===== src/stream_pkg.sv =====
package stream_pkg;

    //////////////////////////////////////////////////
    // widths
    //////////////////////////////////////////////////

    localparam int unsigned DATA_W = 8;  // payload byte
    localparam int unsigned SEQ_W  = 8;  // packet number, wraps at 256
    localparam int unsigned IDX_W  = 4;  // beat index in packet, wraps at 16

    //////////////////////////////////////////////////
    // beat types
    //////////////////////////////////////////////////

    // raw input beat
    typedef struct packed {
        logic [DATA_W-1:0] data;  // payload
        logic              last;  // end of packet
    } stream_beat_t;

    // beat after the tagger
    // seq/idx sit in the upper bits, payload below
    typedef struct packed {
        logic [SEQ_W-1:0]  seq;   // packet sequence number
        logic [IDX_W-1:0]  idx;   // beat position in packet
        logic [DATA_W-1:0] data;  // payload, untouched
        logic              last;  // end of packet, untouched
    } tagged_beat_t;

    //////////////////////////////////////////////////
    // slice state
    //////////////////////////////////////////////////

    // one entry skid buffer occupancy
    typedef enum logic {
        SKID_EMPTY = 1'b0,  // pass through, rx_rdy high
        SKID_FULL  = 1'b1   // holding a stalled beat
    } skid_state_t;

endpackage: stream_pkg


===== src/register_slice.sv =====
`timescale 1ns/1ps

module register_slice #(
    parameter bit     ENABLE_BACKPRESSURE = 1'b1,  // cut ready path
    parameter bit     ENABLE_DATAPATH     = 1'b1,  // cut valid/data path
    parameter type    DAT_TYP = logic [8-1:0],     // payload type
    parameter DAT_TYP DAT_RST = DAT_TYP'('x),      // payload reset value
    parameter bit     LOW_PWR = 1'b1               // gate idle data loads
)(
    input  logic   clk,
    input  logic   rst_n,
    // receive side
    input  logic   rx_vld,
    input  DAT_TYP rx_dat,
    output logic   rx_rdy,
    // transmit side
    output logic   tx_vld,
    output DAT_TYP tx_dat,
    input  logic   tx_rdy
);

    // stream between the two stages
    logic   md_vld;
    DAT_TYP md_dat;
    logic   md_rdy;

    //////////////////////////////////////////////////
    // ready path stage
    //////////////////////////////////////////////////

    generate
        if (ENABLE_BACKPRESSURE) begin : gen_bp
            register_slice_backpressure #(
                .DAT_TYP (DAT_TYP),
                .DAT_RST (DAT_RST),
                .LOW_PWR (LOW_PWR)
            ) backpressure (
                .clk    (clk),
                .rst_n  (rst_n),
                .rx_vld (rx_vld),
                .rx_dat (rx_dat),
                .rx_rdy (rx_rdy),
                .tx_vld (md_vld),
                .tx_dat (md_dat),
                .tx_rdy (md_rdy)
            );
        end else begin : gen_bp_bypass
            assign md_vld = rx_vld;  // wire through, ready stays combinational
            assign md_dat = rx_dat;
            assign rx_rdy = md_rdy;
        end
    endgenerate

    //////////////////////////////////////////////////
    // valid/data path stage
    //////////////////////////////////////////////////

    generate
        if (ENABLE_DATAPATH) begin : gen_dp
            register_slice_datapath #(
                .DAT_TYP (DAT_TYP),
                .DAT_RST (DAT_RST),
                .LOW_PWR (LOW_PWR)
            ) datapath (
                .clk    (clk),
                .rst_n  (rst_n),
                .rx_vld (md_vld),
                .rx_dat (md_dat),
                .rx_rdy (md_rdy),
                .tx_vld (tx_vld),
                .tx_dat (tx_dat),
                .tx_rdy (tx_rdy)
            );
        end else begin : gen_dp_bypass
            assign tx_vld = md_vld;  // zero latency
            assign tx_dat = md_dat;
            assign md_rdy = tx_rdy;
        end
    endgenerate

endmodule: register_slice


===== src/register_slice_backpressure.sv =====
`timescale 1ns/1ps

module register_slice_backpressure #(
    parameter type    DAT_TYP = logic [8-1:0],  // payload type
    parameter DAT_TYP DAT_RST = DAT_TYP'('x),   // skid reset value, 'x means none
    parameter bit     LOW_PWR = 1'b1            // load skid only when needed
)(
    input  logic   clk,
    input  logic   rst_n,
    // receive side
    input  logic   rx_vld,
    input  DAT_TYP rx_dat,
    output logic   rx_rdy,
    // transmit side
    output logic   tx_vld,
    output DAT_TYP tx_dat,
    input  logic   tx_rdy
);

    import stream_pkg::*;

    skid_state_t state;     // skid occupancy
    DAT_TYP      skid_dat;  // stalled beat
    logic        skid_ld;   // skid load enable

    //////////////////////////////////////////////////
    // control
    //////////////////////////////////////////////////

    // rx_rdy is its own flop, so the upstream ready path is cut here
    always_ff @(posedge clk) begin
        if (!rst_n) begin
            state  <= SKID_EMPTY;
            rx_rdy <= 1'b1;  // accept right after reset
        end else begin
            case (state)
                SKID_EMPTY: begin
                    if (rx_vld && !tx_rdy) begin  // beat taken, tx stalled
                        state  <= SKID_FULL;
                        rx_rdy <= 1'b0;
                    end
                end
                SKID_FULL: begin
                    if (tx_rdy) begin  // stored beat leaves
                        state  <= SKID_EMPTY;
                        rx_rdy <= 1'b1;
                    end
                end
                default: begin
                    state  <= SKID_EMPTY;
                    rx_rdy <= 1'b1;
                end
            endcase
        end
    end

    //////////////////////////////////////////////////
    // skid register
    //////////////////////////////////////////////////

    // low power: only on a stalled accept, else follow rx while empty
    assign skid_ld = LOW_PWR ? (rx_vld && rx_rdy && !tx_rdy) : rx_rdy;

    always_ff @(posedge clk) begin
        if (!rst_n) begin
            skid_dat <= DAT_RST;
        end else if (skid_ld) begin
            skid_dat <= rx_dat;
        end
    end

    // empty: zero latency pass through
    always_comb begin
        if (state == SKID_FULL) begin
            tx_vld = 1'b1;
            tx_dat = skid_dat;
        end else begin
            tx_vld = rx_vld;
            tx_dat = rx_dat;
        end
    end

    //////////////////////////////////////////////////
    // checks
    //////////////////////////////////////////////////

    // ready flop must agree with the state flop
    a_full_blocks_rx: assert property (@(posedge clk) disable iff (!rst_n)
        (state == SKID_FULL) |-> !rx_rdy);

    // held beat does not change while tx waits
    a_full_stable: assert property (@(posedge clk) disable iff (!rst_n)
        (state == SKID_FULL && !tx_rdy) |=> (tx_vld && $stable(tx_dat)));

endmodule: register_slice_backpressure


===== src/register_slice_datapath.sv =====
`timescale 1ns/1ps

module register_slice_datapath #(
    parameter type    DAT_TYP = logic [8-1:0],  // payload type
    parameter DAT_TYP DAT_RST = DAT_TYP'('x),   // data reset value, 'x means none
    parameter bit     LOW_PWR = 1'b1            // load data on transfer only
)(
    input  logic   clk,
    input  logic   rst_n,
    // receive side
    input  logic   rx_vld,
    input  DAT_TYP rx_dat,
    output logic   rx_rdy,
    // transmit side
    output logic   tx_vld,
    output DAT_TYP tx_dat,
    input  logic   tx_rdy
);

    logic dat_ld;  // data register enable

    // free slot now, or the slot empties this cycle
    assign rx_rdy = !tx_vld || tx_rdy;

    //////////////////////////////////////////////////
    // valid
    //////////////////////////////////////////////////

    always_ff @(posedge clk) begin
        if (!rst_n) begin
            tx_vld <= 1'b0;
        end else if (rx_rdy) begin
            tx_vld <= rx_vld;  // refill or go empty
        end
    end

    //////////////////////////////////////////////////
    // data
    //////////////////////////////////////////////////

    // without low power, idle data also ripples through
    assign dat_ld = LOW_PWR ? (rx_vld && rx_rdy) : rx_rdy;

    always_ff @(posedge clk) begin
        if (!rst_n) begin
            tx_dat <= DAT_RST;
        end else if (dat_ld) begin
            tx_dat <= rx_dat;
        end
    end

    //////////////////////////////////////////////////
    // checks
    //////////////////////////////////////////////////

    // stalled output holds valid and data
    a_tx_hold: assert property (@(posedge clk) disable iff (!rst_n)
        (tx_vld && !tx_rdy) |=> (tx_vld && $stable(tx_dat)));

endmodule: register_slice_datapath


===== src/stream_pipe.sv =====
`timescale 1ns/1ps

module stream_pipe (
    input  logic                     clk,
    input  logic                     rst_n,
    // raw beats in
    input  logic                     rx_vld,
    input  stream_pkg::stream_beat_t rx_dat,
    output logic                     rx_rdy,
    // tagged beats out
    output logic                     tx_vld,
    output stream_pkg::tagged_beat_t tx_dat,
    input  logic                     tx_rdy
);

    import stream_pkg::*;

    // input slice -> tagger
    logic         in_vld;
    stream_beat_t in_dat;
    logic         in_rdy;

    // tagger -> output slice
    logic         tag_vld;
    tagged_beat_t tag_dat;
    logic         tag_rdy;

    //////////////////////////////////////////////////
    // input slice, both registers
    //////////////////////////////////////////////////

    register_slice #(
        .ENABLE_BACKPRESSURE (1'b1),
        .ENABLE_DATAPATH     (1'b1),
        .DAT_TYP             (stream_beat_t)
    ) u_in_slice (
        .clk    (clk),
        .rst_n  (rst_n),
        .rx_vld (rx_vld),
        .rx_dat (rx_dat),
        .rx_rdy (rx_rdy),   // registered ready to the source
        .tx_vld (in_vld),
        .tx_dat (in_dat),
        .tx_rdy (in_rdy)
    );

    stream_tagger u_tagger (
        .clk    (clk),
        .rst_n  (rst_n),
        .rx_vld (in_vld),
        .rx_dat (in_dat),
        .rx_rdy (in_rdy),
        .tx_vld (tag_vld),
        .tx_dat (tag_dat),
        .tx_rdy (tag_rdy)
    );

    //////////////////////////////////////////////////
    // output slice, datapath only
    //////////////////////////////////////////////////

    register_slice #(
        .ENABLE_BACKPRESSURE (1'b0),
        .ENABLE_DATAPATH     (1'b1),
        .DAT_TYP             (tagged_beat_t)
    ) u_out_slice (
        .clk    (clk),
        .rst_n  (rst_n),
        .rx_vld (tag_vld),
        .rx_dat (tag_dat),
        .rx_rdy (tag_rdy),
        .tx_vld (tx_vld),
        .tx_dat (tx_dat),
        .tx_rdy (tx_rdy)
    );

endmodule: stream_pipe


===== src/stream_tagger.sv =====
`timescale 1ns/1ps

module stream_tagger (
    input  logic                     clk,
    input  logic                     rst_n,
    // raw beats in
    input  logic                     rx_vld,
    input  stream_pkg::stream_beat_t rx_dat,
    output logic                     rx_rdy,
    // tagged beats out
    output logic                     tx_vld,
    output stream_pkg::tagged_beat_t tx_dat,
    input  logic                     tx_rdy
);

    import stream_pkg::*;

    logic [SEQ_W-1:0]  seq_cnt;    // current packet number
    logic [IDX_W-1:0]  idx_cnt;    // current beat in packet
    logic [DATA_W-1:0] beat_data;  // payload copy
    logic              xfer;       // handshake this cycle

    //////////////////////////////////////////////////
    // handshake, zero latency
    //////////////////////////////////////////////////

    assign tx_vld = rx_vld;
    assign rx_rdy = tx_rdy;
    assign xfer   = rx_vld && rx_rdy;

    //////////////////////////////////////////////////
    // counters
    //////////////////////////////////////////////////

    always_ff @(posedge clk) begin
        if (!rst_n) begin
            seq_cnt <= '0;
            idx_cnt <= '0;
        end else if (xfer) begin
            if (rx_dat.last) begin
                seq_cnt <= seq_cnt + 1'b1;  // next packet, wraps
                idx_cnt <= '0;              // restart index
            end else begin
                idx_cnt <= idx_cnt + 1'b1;  // wraps at 16
            end
        end
    end

    //////////////////////////////////////////////////
    // output beat
    //////////////////////////////////////////////////

    assign beat_data = rx_dat.data;

    always_comb begin
        tx_dat.seq  = seq_cnt;
        tx_dat.idx  = idx_cnt;
        tx_dat.data = beat_data;
        tx_dat.last = rx_dat.last;
    end

    // new packet always starts at index 0
    a_idx_clear: assert property (@(posedge clk) disable iff (!rst_n)
        (xfer && rx_dat.last) |=> (idx_cnt == '0));

endmodule: stream_tagger


===== config.mk =====
export PLATFORM = sky130hd
export DESIGN_NAME = stream_pipe
export DESIGN_NICKNAME = d
export VERILOG_FILES = /design/src/stream_pkg.sv /design/src/register_slice.sv /design/src/register_slice_backpressure.sv /design/src/register_slice_datapath.sv /design/src/stream_pipe.sv /design/src/stream_tagger.sv
export SDC_FILE = /design/constraint.sdc
export NUM_CORES = 1
export LEC_CHECK = 0
export ABC_AREA = 0
export BUFFER_PORTS_ARGS = -buffer_cell sky130_fd_sc_hd__buf_2
export CELL_PAD_IN_SITES_DETAIL_PLACEMENT = 0
export CELL_PAD_IN_SITES_GLOBAL_PLACEMENT = 2
export CORE_MARGIN = 5
export CORE_UTILIZATION = 35
export DETAILED_ROUTE_END_ITERATION = 10
export PLACE_DENSITY = 0.77
export SLEW_MARGIN = 20
export SYNTH_ARGS = -nofsm -noshare
export SYNTH_HDL_FRONTEND = slang
export SYNTH_HIERARCHICAL = 1
export SYNTH_SLANG_ARGS = --single-unit

===== constraint.sdc =====
create_clock -name clk -period 1.5 [get_ports clk]
set_input_delay 0.3 -clock clk [delete_from_list [all_inputs] [get_ports clk]]
set_output_delay 0.3 -clock clk [all_outputs]
set_load 0.03 [all_outputs]

-- Word-level counts from Yosys, hierarchy flattened
Index checks and enable logic that the tools add are counted.
- multiplexer cells: 15
- add/sub/neg operators: 2
- eq/ne operators: 5
- reductions and logical operators: 12
- bitwise operators: 1
- operators with widths (kind ; count):
    $mux W9 ; 5
    $mux W21 ; 2
    $add A8 B1 Y8 const B ; 1
    $ne A2 B1 Y1 const B ; 3
    $logic_and A1 B1 Y1 ; 5
    $mux W1 ; 5
    $add A4 B1 Y4 const B ; 1
    $mux W4 ; 1
    $ne A2 B2 Y1 const B ; 2
    $pmux W1 S2 ; 2
    $reduce_and A2 Y1 ; 2
    $logic_not A1 Y1 ; 3
    $logic_or A1 B1 Y1 ; 2
    $not A1 Y1 ; 1
- bits in registers: 55

-- Depth between registers and ports, before layout
Gate-level depths: netlist of run 1.
- depth in word-level cells: 7
- depth in mapped cells: 5

-- Cells and area by module
Netlist of run 1, hierarchy kept.
- by module, submodules not included (module ; seq. area each (um^2) ; area an instance (um^2) ; cells an instance ; instances):
    register_slice_datapath (u_out_slice.gen_dp.datapath) ; 650.6 ; 685.7 ; 26 ; 1
    stream_tagger ; 240.2 ; 633.1 ; 74 ; 1
    register_slice_backpressure ; 310.3 ; 500.5 ; 28 ; 1
    register_slice_datapath (u_in_slice.gen_dp.datapath) ; 290.3 ; 325.3 ; 14 ; 1

-- Worst setup path before layout of run 1
OpenSTA, ideal clock, no wires.
- path type: register to register
- start point: reg u_out_slice.gen_dp.datapath.tx_vld
- end point: reg u_in_slice/gen_bp.backpressure/skid_dat[0] in the netlist's numbering, enable pin
- path buffers: 1
- data required time: 1.166 ns
- path slack: -0.165 ns
- library setup time: 0.334 ns
- arrival: 1.331 ns
- cell stages (with the launch flop): 6
- cells stage by stage: dfxtp_1 -> nand2b_4 -> buf_4 -> nand2b_4 -> nand3b_1 -> nand2_1
- word-level cells in the longest chain between the ends: 6
- ends and longest elaborated chain (item ; line ; text):
    start: declaration ; register_slice_datapath.sv:15 ; output logic tx_vld,
    start signal: assignment ; register_slice_datapath.sv:33 ; tx_vld <= rx_vld;
    $logic_not A1 Y1 ; register_slice_datapath.sv:23 ; assign rx_rdy = !tx_vld || tx_rdy;
    $logic_or A1 B1 Y1 ; register_slice_datapath.sv:23 ;
    named net tag_rdy ; stream_pipe.sv:26 ; logic tag_rdy;
    $logic_or A1 B1 Y1 ; register_slice_datapath.sv:23 ;
    named net u_in_slice.md_rdy ; register_slice.sv:25 ; logic md_rdy;
    $logic_not A1 Y1 ; register_slice_backpressure.sv:62 ; assign skid_ld = LOW_PWR ? (rx_vld && rx_rdy && !tx_rdy) : rx_rdy;
    $logic_and A1 B1 Y1 ; register_slice_backpressure.sv:62 ;
    $ne A2 B1 Y1 (no line) ; - ;
    end signal: assignment ; register_slice_backpressure.sv:68 ; skid_dat <= rx_dat;
    end: declaration ; register_slice_backpressure.sv:23 ; DAT_TYP skid_dat;
The timed path passes the listed nets, and every way through them passes these cells.
A chain may end at the register's enable or synchronous reset.

-- Final worst setup path of run 1
- start point: reg u_in_slice/gen_dp.datapath/tx_dat[0] (netlist name)
- end point: reg u_tagger.idx_cnt[2]
- word-level cells in the longest chain between the ends: 1
- ends and longest elaborated chain (item ; line ; text):
    $mux W4 ; stream_tagger.sv:40 ; if (rx_dat.last) begin
    end signal: assignment ; stream_tagger.sv:44 ; idx_cnt <= idx_cnt + 1'b1;
    end: declaration ; stream_tagger.sv:19 ; logic [IDX_W-1:0] idx_cnt;
Every way passes these cells.

==> impl_metrics.yaml, run 1 <==
critical_path:
  cp_data_arrival_time_ns: 1.65
  required_ns: 1.73
  crit_fanout: 10
  setup.worst_path.start_class: "register"
  worst-path-buf-inv: 1
  crit_slowest_cell: "edfxtp_1"
  crit_path_cell_trace: "buf_4 > or4b_1 > a21oi_1"
  r2r_slack_ns: 0.08
  cp-end-kind: "register"
  endpoint: "u_tagger/idx_cnt[2]"
  cp_slowest_stage_delay_ns: 0.53
  worst_path_dominant_cell_family: "flip-flops"
  crit_cells: 3
  crit_path_start: "u_in_slice/gen_dp.datapath/tx_dat[0]"
  rr_worst_depth: 3
  worstSetupPathType: "reg -> reg"
  r2r_start: "u_in_slice/gen_dp.datapath/tx_dat[0]"
  rr_endpoint: "u_tagger/idx_cnt[2]"
clocking:
  h-tree-depth: 2
  clk_latency_ns: 0.30
  numClockSinks: 55
  clockBufferDepth: 2
  root_buffer: "clkbuf_8"
  cts_buffers: 5
  path_clk_slew_ns: 0.09
  cts_tree: "yes"
timing:
  setup_viol: 0
  fin_skew_ns: 0.00709
  slew_headroom_pct: 75.9
  tightestPinTransition_ns: 0.360
  timing.hold.ws_ns: 0.194
  finalCritPeriodShare_pct: 94.7
  layout_setup_ws_ns: 0.0793
  finalCriticalPeriod_ns: 1.42
  hold_violations: 0
  slew_violations: 0
  max_freq_mhz: 704
yosys:
  yosys_warnings: 6
  ys_types: 37
  yosysMostFrequentCell: "edfxtp_1"
  synth_ff_type: "edfxtp_1"
  yosys-top-cells-area: "edfxtp_1 (55%), dfxtp_1 (15%), mux2_4 (5.6%)"
  syn_area_sq_mm: 0.00214
  synth_fp_nets: 157
  netlist_instances: 142
  ys_ff_latch: 55
  synth_edf_count: 39
  syn_area_per_cell_sq_um: 15.1
  synth_top_area_cell: "edfxtp_1"
  async_reset_ff_share_pct: 0
  synth-seq-area-share_pct: 69.5
  yosys-top-cells-count: "edfxtp_1 (39), dfxtp_1 (16), buf_4 (11), a21oi_1 (8), mux2_4 (8)"
  synth_top_area_share_pct: 54.6
floorplanning:
  fp-row-count: 28
  die_h_um: 88.3
  start_util_pct: 36.0
  core_area_sq_mm: 0.00596
  die_area_sq_mm: 0.00779
  ios: 36
  die_w_um: 88.3
detailed_routing:
  wl_per_cell_um: 13.7
  via_per_inst: 4.59
  drtIter0Drc: 74
  drt_wl_total_um: 3450
  dr.pass1.iters: 5
  ant_nets: 0
  vias: 1156
  drc_errors: 0
global_route:
  grt_usage_pct: 9.55
  grt_max_degree: 22
  grt_pass1_wl_um: 5590
  overflow: 0
  grt_pass1_vias: 1192
  antenna_found_initial: 0
final_layout:
  syn2layout_area_growth_pct: 15.1
  fin_nets: 191
  layoutNonFillerInstCount: 252
  fillCellCount: 580
  drive_gt1_share_pct: 36.2
  antenna-diode-count: 0
outcome:
  status: "complete, no violations"
placement:
  portBuffers: 35
  routabilityCongestion: 0.752
  dp_slack_ns: 0.0464
  place_inst: 241
power:
  p_leak_uw: 0.000967
  power.density_mw_per_mm2: 1180
  irDropWorstVdd_mv: 0.401
flow_run:
  maxCapViolCount: 0
hold_path:
  hold_path_class: "in -> reg"
per-stage QoR:
step	total power, uW	cell area, sq um	utilization (%)	TNS [ns]
floorplan	1960	2150	-	0
global placement	2010	2340	39.2	0
detailed placement	2020	2340	39.2	0
CTS	2950	2440	41.1	0
global route	3030	2470	41.4	-0.0171
finish	2920	2470	41.4	0
worst register-to-register path, cell delays in order, from the launching register on:
cell and delay [ns]:
edfxtp_1 0.53, buf_4 0.19, or4b_1 0.49, a21oi_1 0.15
state kept, by name, summed over array words and instances (netlist names):
| signal | count |
|---|---|
| u_in_slice/gen_bp.backpressure/rx_rdy | 1 |
| u_in_slice/gen_dp.datapath/tx_dat | 9 |
| u_tagger/seq_cnt | 8 |
| u_out_slice/gen_dp.datapath/tx_dat | 21 |
| u_in_slice/gen_bp.backpressure/state | 1 |
| u_in_slice/gen_dp.datapath/tx_vld | 1 |
| u_tagger/idx_cnt | 4 |
| u_out_slice/gen_dp.datapath/tx_vld | 1 |
| u_in_slice/gen_bp.backpressure/skid_dat | 9 |
per-layer routing:
layer  track usage, %  routed length, um  share of wire [%]  vias up
met3             3.54                180                5.2        5
met1             11.2               1490                 43      545
li1                 -                  -                  -      583
met2             15.4               1710                 50       23
met4             4.67                 69                2.0        0
met5                0                  0                  0        -
worst min-delay path by stage:
| stage | from | to | slack, ns | depth (start not counted) |
|---|---|---|---|---|
| after floorplan | rst_n | u_in_slice/gen_bp.backpressure/rx_rdy | 0.38 | 1 |
| after detailed placement | u_in_slice/gen_dp.datapath/tx_dat[1] | u_out_slice/gen_dp.datapath/tx_dat[1] | 0.41 | 0 |
| after global routing | rx_dat[4] | u_in_slice/gen_bp.backpressure/skid_dat[4] | 0.18 | 1 |
| after CTS | rx_dat[1] | u_in_slice/gen_bp.backpressure/skid_dat[1] | 0.19 | 1 |
| final | rx_dat[1] | u_in_slice/gen_bp.backpressure/skid_dat[1] | 0.19 | 1 |
| after global placement | u_in_slice/gen_dp.datapath/tx_dat[7] | u_out_slice/gen_dp.datapath/tx_dat[7] | 0.41 | 0 |
power by group:
group	leakage, uW	internal (uW)	switching (uW)
clock network	0.0000556	489	438
logic	0.000384	83.6	161
registers	0.000527	1710	33.0
logic make-up after synthesis:
logic type                 share of synthesized area, %
AOI/OAI and AO/OA                                  6.07
xor gates and xnor gates                          0.817
adders and majority gates                          1.17
buffers and inverters                              5.31
DFF                                                69.5
muxes                                              7.06
and+or+nand+nor                                    10.0
cell type report:
class | instances | area [sq um] | share of cell area, %
clock buffer | 5 | 68.8 | 2.79
clock inverter | 3 | 38.8 | 1.57
inverter | 3 | 11.3 | 0.456
multi-input combinational | 70 | 542 | 21.9
sequential | 55 | 1490 | 60.5
tap | 75 | 93.8 | 3.80
timing repair buffer | 41 | 220 | 8.92
placed cells by master (no fill, tap or decap), types with 3 or more instances in the layout:
cell / Yosys / routed
nand3_1: 3 / 3
inv_1: 3 / 3
clkbuf_8: 0 / 5
nand4_1: 3 / 3
mux2_4: 8 / 8
edfxtp_1: 39 / 39
buf_2: 1 / 35
nor2_1: 5 / 5
buf_4: 11 / 6
nand2_1: 6 / 5
dfxtp_1: 16 / 14
or4_1: 3 / 3
o21ai_0: 4 / 4
a21oi_1: 8 / 8
timing repair:
item / 4_1_cts / 5_1_grt
gates resized for setup: 0 / 1
hold buffers: 0 / 0
endpoints found under the setup margin: 0 / 4
buffers inserted: 0 / 3
hold endpoints to repair: 0 / 0
Note: power is estimated with default switching activity, not from simulation.
==> run 2, diff against run 1 <==
Settings changed: RECOVER_POWER set to 25.
==> run 2 against run 1 <==
Non-clock buffer count unchanged. Worst setup slack about the same. Via count did not move. Total power shrank 0.11%. Die area unchanged. Clock power hardly changed. Final area decreased by 0.41%. Fmax about the same. Sequential share of layout area grew 0.25 points. Combinational power hardly changed.
==> impl_metrics.yaml, run 2 (synthesis gave the netlist of run 1 again) <==
detailed_routing:
  drtIter0Drc: 80
  via_per_inst: 4.59
  drt_wl_total_um: 3440
  ant_nets: 0
  vias: 1156
  drc_errors: 0
  dr.pass1.iters: 4
  wl_per_cell_um: 13.7
clocking:
  cts_tree: "yes"
  path_clk_slew_ns: 0.09
  root_buffer: "clkbuf_8"
  cts_hold_buf: 0
  cts_buffers: 5
  h-tree-depth: 2
  numClockSinks: 55
  clk_latency_ns: 0.30
  clockBufferDepth: 2
final_layout:
  largest_register_ffs: 21
  final_common_cell: "edfxtp_1"
  syn2layout_area_growth_pct: 14.6
  layoutNonFillerInstCount: 252
  top_regs: "u_out_slice/gen_dp.datapath/tx_dat: 21 flops, u_in_slice/gen_bp.backpressure/skid_dat: 9 flops, u_in_slice/gen_dp.datapath/tx_dat: 9 flops"
  antenna-diode-count: 0
  largest_register: "u_out_slice/gen_dp.datapath/tx_dat"
  multi_input_area_sq_um: 542
  regArea_sq_mm: 0.00149
  fin_nets: 191
  drive_gt1_share_pct: 31.6
  final_cell_mix: "edfxtp_1 (39), buf_2 (27), dfxtp_1 (14)"
  fillCellCount: 586
outcome:
  status: "complete, no violations"
power:
  power_uw: 2910
  power.density_mw_per_mm2: 1190
  irDropWorstVdd_mv: 0.401
  p_leak_uw: 0.000945
critical_path:
  setup.worst_path.start_class: "register"
  crit_slowest_cell: "edfxtp_1"
  worstSetupPathType: "reg -> reg"
  crit_fanout: 10
  rr_worst_depth: 3
  crit_path_cell_trace: "buf_4 > or4b_1 > a21oi_1"
  required_ns: 1.73
  cp_data_arrival_time_ns: 1.65
  cp-end-kind: "register"
  cp_slowest_stage_delay_ns: 0.53
global_route:
  grt_max_degree: 22
  antenna_found_initial: 0
  grt_pass1_wl_um: 5590
  overflow: 0
  grt_pass1_vias: 1192
  grt_usage_pct: 9.55
hold_path:
  min_path_cells: 1
  hold_path_class: "in -> reg"
floorplanning:
  die_w_um: 88.3
  core_area_sq_mm: 0.00596
  die_h_um: 88.3
  ios: 36
  start_util_pct: 36.0
  die_area_sq_mm: 0.00779
  fp-row-count: 28
timing:
  tightestPinTransition_ns: 0.367
  slew_headroom_pct: 75.5
  max_freq_mhz: 704
  finalCriticalPeriod_ns: 1.42
  finalCritPeriodShare_pct: 94.7
  fin_skew_ns: 0.00652
  slew_violations: 0
  timing.hold.ws_ns: 0.195
  hold_violations: 0
  setup_viol: 0
placement:
  portBuffers: 35
  routabilityCongestion: 0.752
  place_inst: 241
flow_run:
  maxCapViolCount: 0
==> run 2: critical path, delay by kind of cell (launching register included) <==
family,cells,cell delay (ns)
flops,1,0.53
compound gates,1,0.15
simple gates,1,0.49
buf+inv,1,0.19
==> run 2: through the flow <==
step | setup slack, ns | TNS (ns) | utilization (%) | area, sq um
finish | 0.0793 | 0 | 41.3 | 2460
global route | -0.0171 | -0.0171 | 41.3 | 2460
CTS | 0.0738 | 0 | 41.1 | 2440
detailed placement | 0.0464 | 0 | 39.2 | 2340
global placement | 0.0819 | 0 | 39.2 | 2340
floorplan | 0.0333 | 0 | - | 2150
==> run 2: per-layer routing <==
layer  vias up  GRT usage [%]  wire length, um
li1        585              -                -
met1       543           11.2             1490
met2        23           15.4             1690
met3         5           3.54              187
met4         0           4.67               69
met5         -              0                0
==> run 2: where the power goes <==
| part | leakage, uW | switching (uW) | internal (uW) |
|---|---|---|---|
| clock network | 0.0000556 | 438 | 489 |
| registers | 0.000527 | 33.1 | 1710 |
| logic | 0.000362 | 161 | 80.7 |
| total | 0.000945 | 632 | 2280 |
==> run 2: area by class of cell <==
type,instances,share of cell area (%)
flip-flops and latches,55,60.8
multi-input cells,70,22.0
repair buffers,41,8.55
well taps,75,3.82
clock buffers,5,2.80
clock inverters,3,1.58
inverters,3,0.458
==> run 2: path summary, 6_finish.rpt <==
kind	startpoint	to	slack, ns
worst min-delay path	rx_dat[4]	u_in_slice/gen_bp.backpressure/skid_dat[4]	0.19
worst max-delay path	u_in_slice/gen_dp.datapath/tx_dat[0]	u_tagger/idx_cnt[2]	0.08
worst min register to register	u_in_slice/gen_dp.datapath/tx_dat[1]	u_out_slice/gen_dp.datapath/tx_dat[1]	0.42
worst max register to register	u_in_slice/gen_dp.datapath/tx_dat[0]	u_tagger/idx_cnt[2]	0.08
==> run 2: repair_timing <==
item,CTS,global route
endpoints found under the hold margin,0,0
endpoints found under the setup margin,0,4
buffers inserted,0,3
gates resized for setup,0,1
==> run 3, diff against run 2 <==
Settings changed: CELL_PAD_IN_SITES_DETAIL_PLACEMENT 0 to 1.
==> run 3 against run 2 <==
Core utilization is 0.21 points lower. Highest routed layer unchanged. Sequential cell count stayed put. Final area is 0.51% lower. Die area stayed put. Cell count stayed put.
==> impl_metrics.yaml, run 3 (synthesis gave the netlist of run 1 again) <==
floorplanning:
  die_area_sq_mm: 0.00779
  die_w_um: 88.3
  ios: 36
  core_area_sq_mm: 0.00596
  die_h_um: 88.3
  start_util_pct: 36.0
  fp-row-count: 28
critical_path:
  crit_slowest_cell: "edfxtp_1"
  required_ns: 1.74
  crit_path_cell_trace: "buf_4 > or4b_1 > a21oi_1"
  cp_data_arrival_time_ns: 1.65
  worstSetupPathType: "reg -> reg"
  cp_slowest_stage_delay_ns: 0.51
  setup.worst_path.start_class: "register"
  cp-end-kind: "register"
  crit_fanout: 7
clocking:
  cts_tree: "yes"
  clk_latency_ns: 0.30
  numClockSinks: 55
  path_clk_slew_ns: 0.09
  root_buffer: "clkbuf_8"
  cts_hold_buf: 0
  h-tree-depth: 2
  cts_buffers: 5
  clockBufferDepth: 2
final_layout:
  fillCellCount: 650
  drive_gt1_share_pct: 32.8
  fin_nets: 191
  final_cell_mix: "edfxtp_1 (39), buf_2 (28), dfxtp_1 (14)"
  regArea_sq_mm: 0.00149
  top_regs: "u_out_slice/gen_dp.datapath/tx_dat: 21 flops, u_in_slice/gen_bp.backpressure/skid_dat: 9 flops, u_in_slice/gen_dp.datapath/tx_dat: 9 flops"
  syn2layout_area_growth_pct: 14.1
  largest_register_ffs: 21
  largest_register: "u_out_slice/gen_dp.datapath/tx_dat"
  multi_input_area_sq_um: 542
  layoutNonFillerInstCount: 252
  antenna-diode-count: 0
  final_common_cell: "edfxtp_1"
timing:
  hold_violations: 0
  layout_setup_ws_ns: 0.0895
  setup_viol: 0
  max_freq_mhz: 709
  slew_headroom_pct: 74.7
  slew_violations: 0
  tightestPinTransition_ns: 0.379
  finalCriticalPeriod_ns: 1.41
  fin_skew_ns: 0.00573
  timing.hold.ws_ns: 0.189
  rsz0062_at_grt: "no"
  tns_ns: 0
  finalCritPeriodShare_pct: 94.0
detailed_routing:
  dr.pass1.iters: 4
  drt_wl_total_um: 3610
  vias: 1170
  ant_nets: 0
  drc_errors: 0
  wl_per_cell_um: 14.3
  via_per_inst: 4.64
  drtIter0Drc: 48
global_route:
  antenna_found_initial: 0
  grt_max_degree: 22
  grt_usage_pct: 9.75
  overflow: 0
  grt_pass1_wl_um: 5770
  grt_pass1_vias: 1194
placement:
  hpwl_um: 2700
  portBuffers: 35
  dp_slack_ns: 0.0276
  routabilityCongestion: 0.752
  place_inst: 241
flow_run:
  maxCapViolCount: 0
power:
  irDropWorstVdd_mv: 0.392
  power.density_mw_per_mm2: 1140
  power_uw: 2790
  p_leak_uw: 0.000937
hold_path:
  hold_path_class: "in -> reg"
outcome:
  status: "complete, no violations"
run 3: cell types whose count changed in the layout (fill, tap and decap cells not counted):
| cell | before | now |
|---|---|---|
| buf_2 | 27 | 28 |
| bufinv_16 | 1 | 0 |
| clkinvlp_4 | 0 | 1 |
| clkinv_4 | 0 | 2 |
| clkbuf_1 | 8 | 7 |
| clkinv_2 | 1 | 0 |
| clkinv_1 | 1 | 0 |
run 3: worst paths after layout:
check                           slack (ns)  depth (start not counted)                                         end                                  from
worst max-delay path                  0.09                          3                         u_tagger/idx_cnt[2]  u_in_slice/gen_dp.datapath/tx_dat[0]
worst min-delay path                  0.19                          1  u_in_slice/gen_bp.backpressure/skid_dat[6]                             rx_dat[6]
worst max register to register        0.09                          3                         u_tagger/idx_cnt[2]  u_in_slice/gen_dp.datapath/tx_dat[0]
worst min register to register        0.43                          0       u_out_slice/gen_dp.datapath/tx_dat[1]  u_in_slice/gen_dp.datapath/tx_dat[1]
run 3: metrics by stage:
step	cell area (sq um)	utilization (%)
after floorplan	2150	-
after global placement	2340	39.2
after detailed placement	2340	39.2
after CTS	2430	40.8
after global routing	2450	41.1
final	2450	41.1
run 3: timing repair:
item / in CTS / in global routing
setup endpoints to repair: 0 / 6
gates resized for setup: 0 / 1
buffers inserted: 0 / 3
run 3: per-layer routing:
metal / GRT usage (%) / routed length [um] / share of wire, % / vias to the layer above
met5: 0 / 0 / 0 / -
met1: 11.7 / 1580 / 44 / 552
met3: 2.51 / 164 / 4.5 / 7
met2: 16.4 / 1810 / 50 / 25
met4: 4.53 / 56 / 1.6 / 0
li1: - / - / - / 586
run 3: power by group:
| part | total [uW] | leakage, uW | internal, uW | switching, uW |
|---|---|---|---|---|
| sequential | 1750 | 0.000527 | 1710 | 33.1 |
| combinational | 246 | 0.000365 | 81.3 | 164 |
| clock | 801 | 0.0000443 | 334 | 467 |
run 3: final cells by class:
class	instances	area share (%)
flip-flops and latches	55	61.1
repair buffers	41	8.64
multi-input cells	70	22.1
clock buffers	5	2.81
inverters	3	0.460
well taps	75	3.84
clock inverters	3	1.02
run 3: critical path, delay by kind of cell (launching register included):
kind | cells | cell delay [ns]
compound gates | 1 | 0.15
simple gates | 1 | 0.49
flops | 1 | 0.51
buf+inv | 1 | 0.20
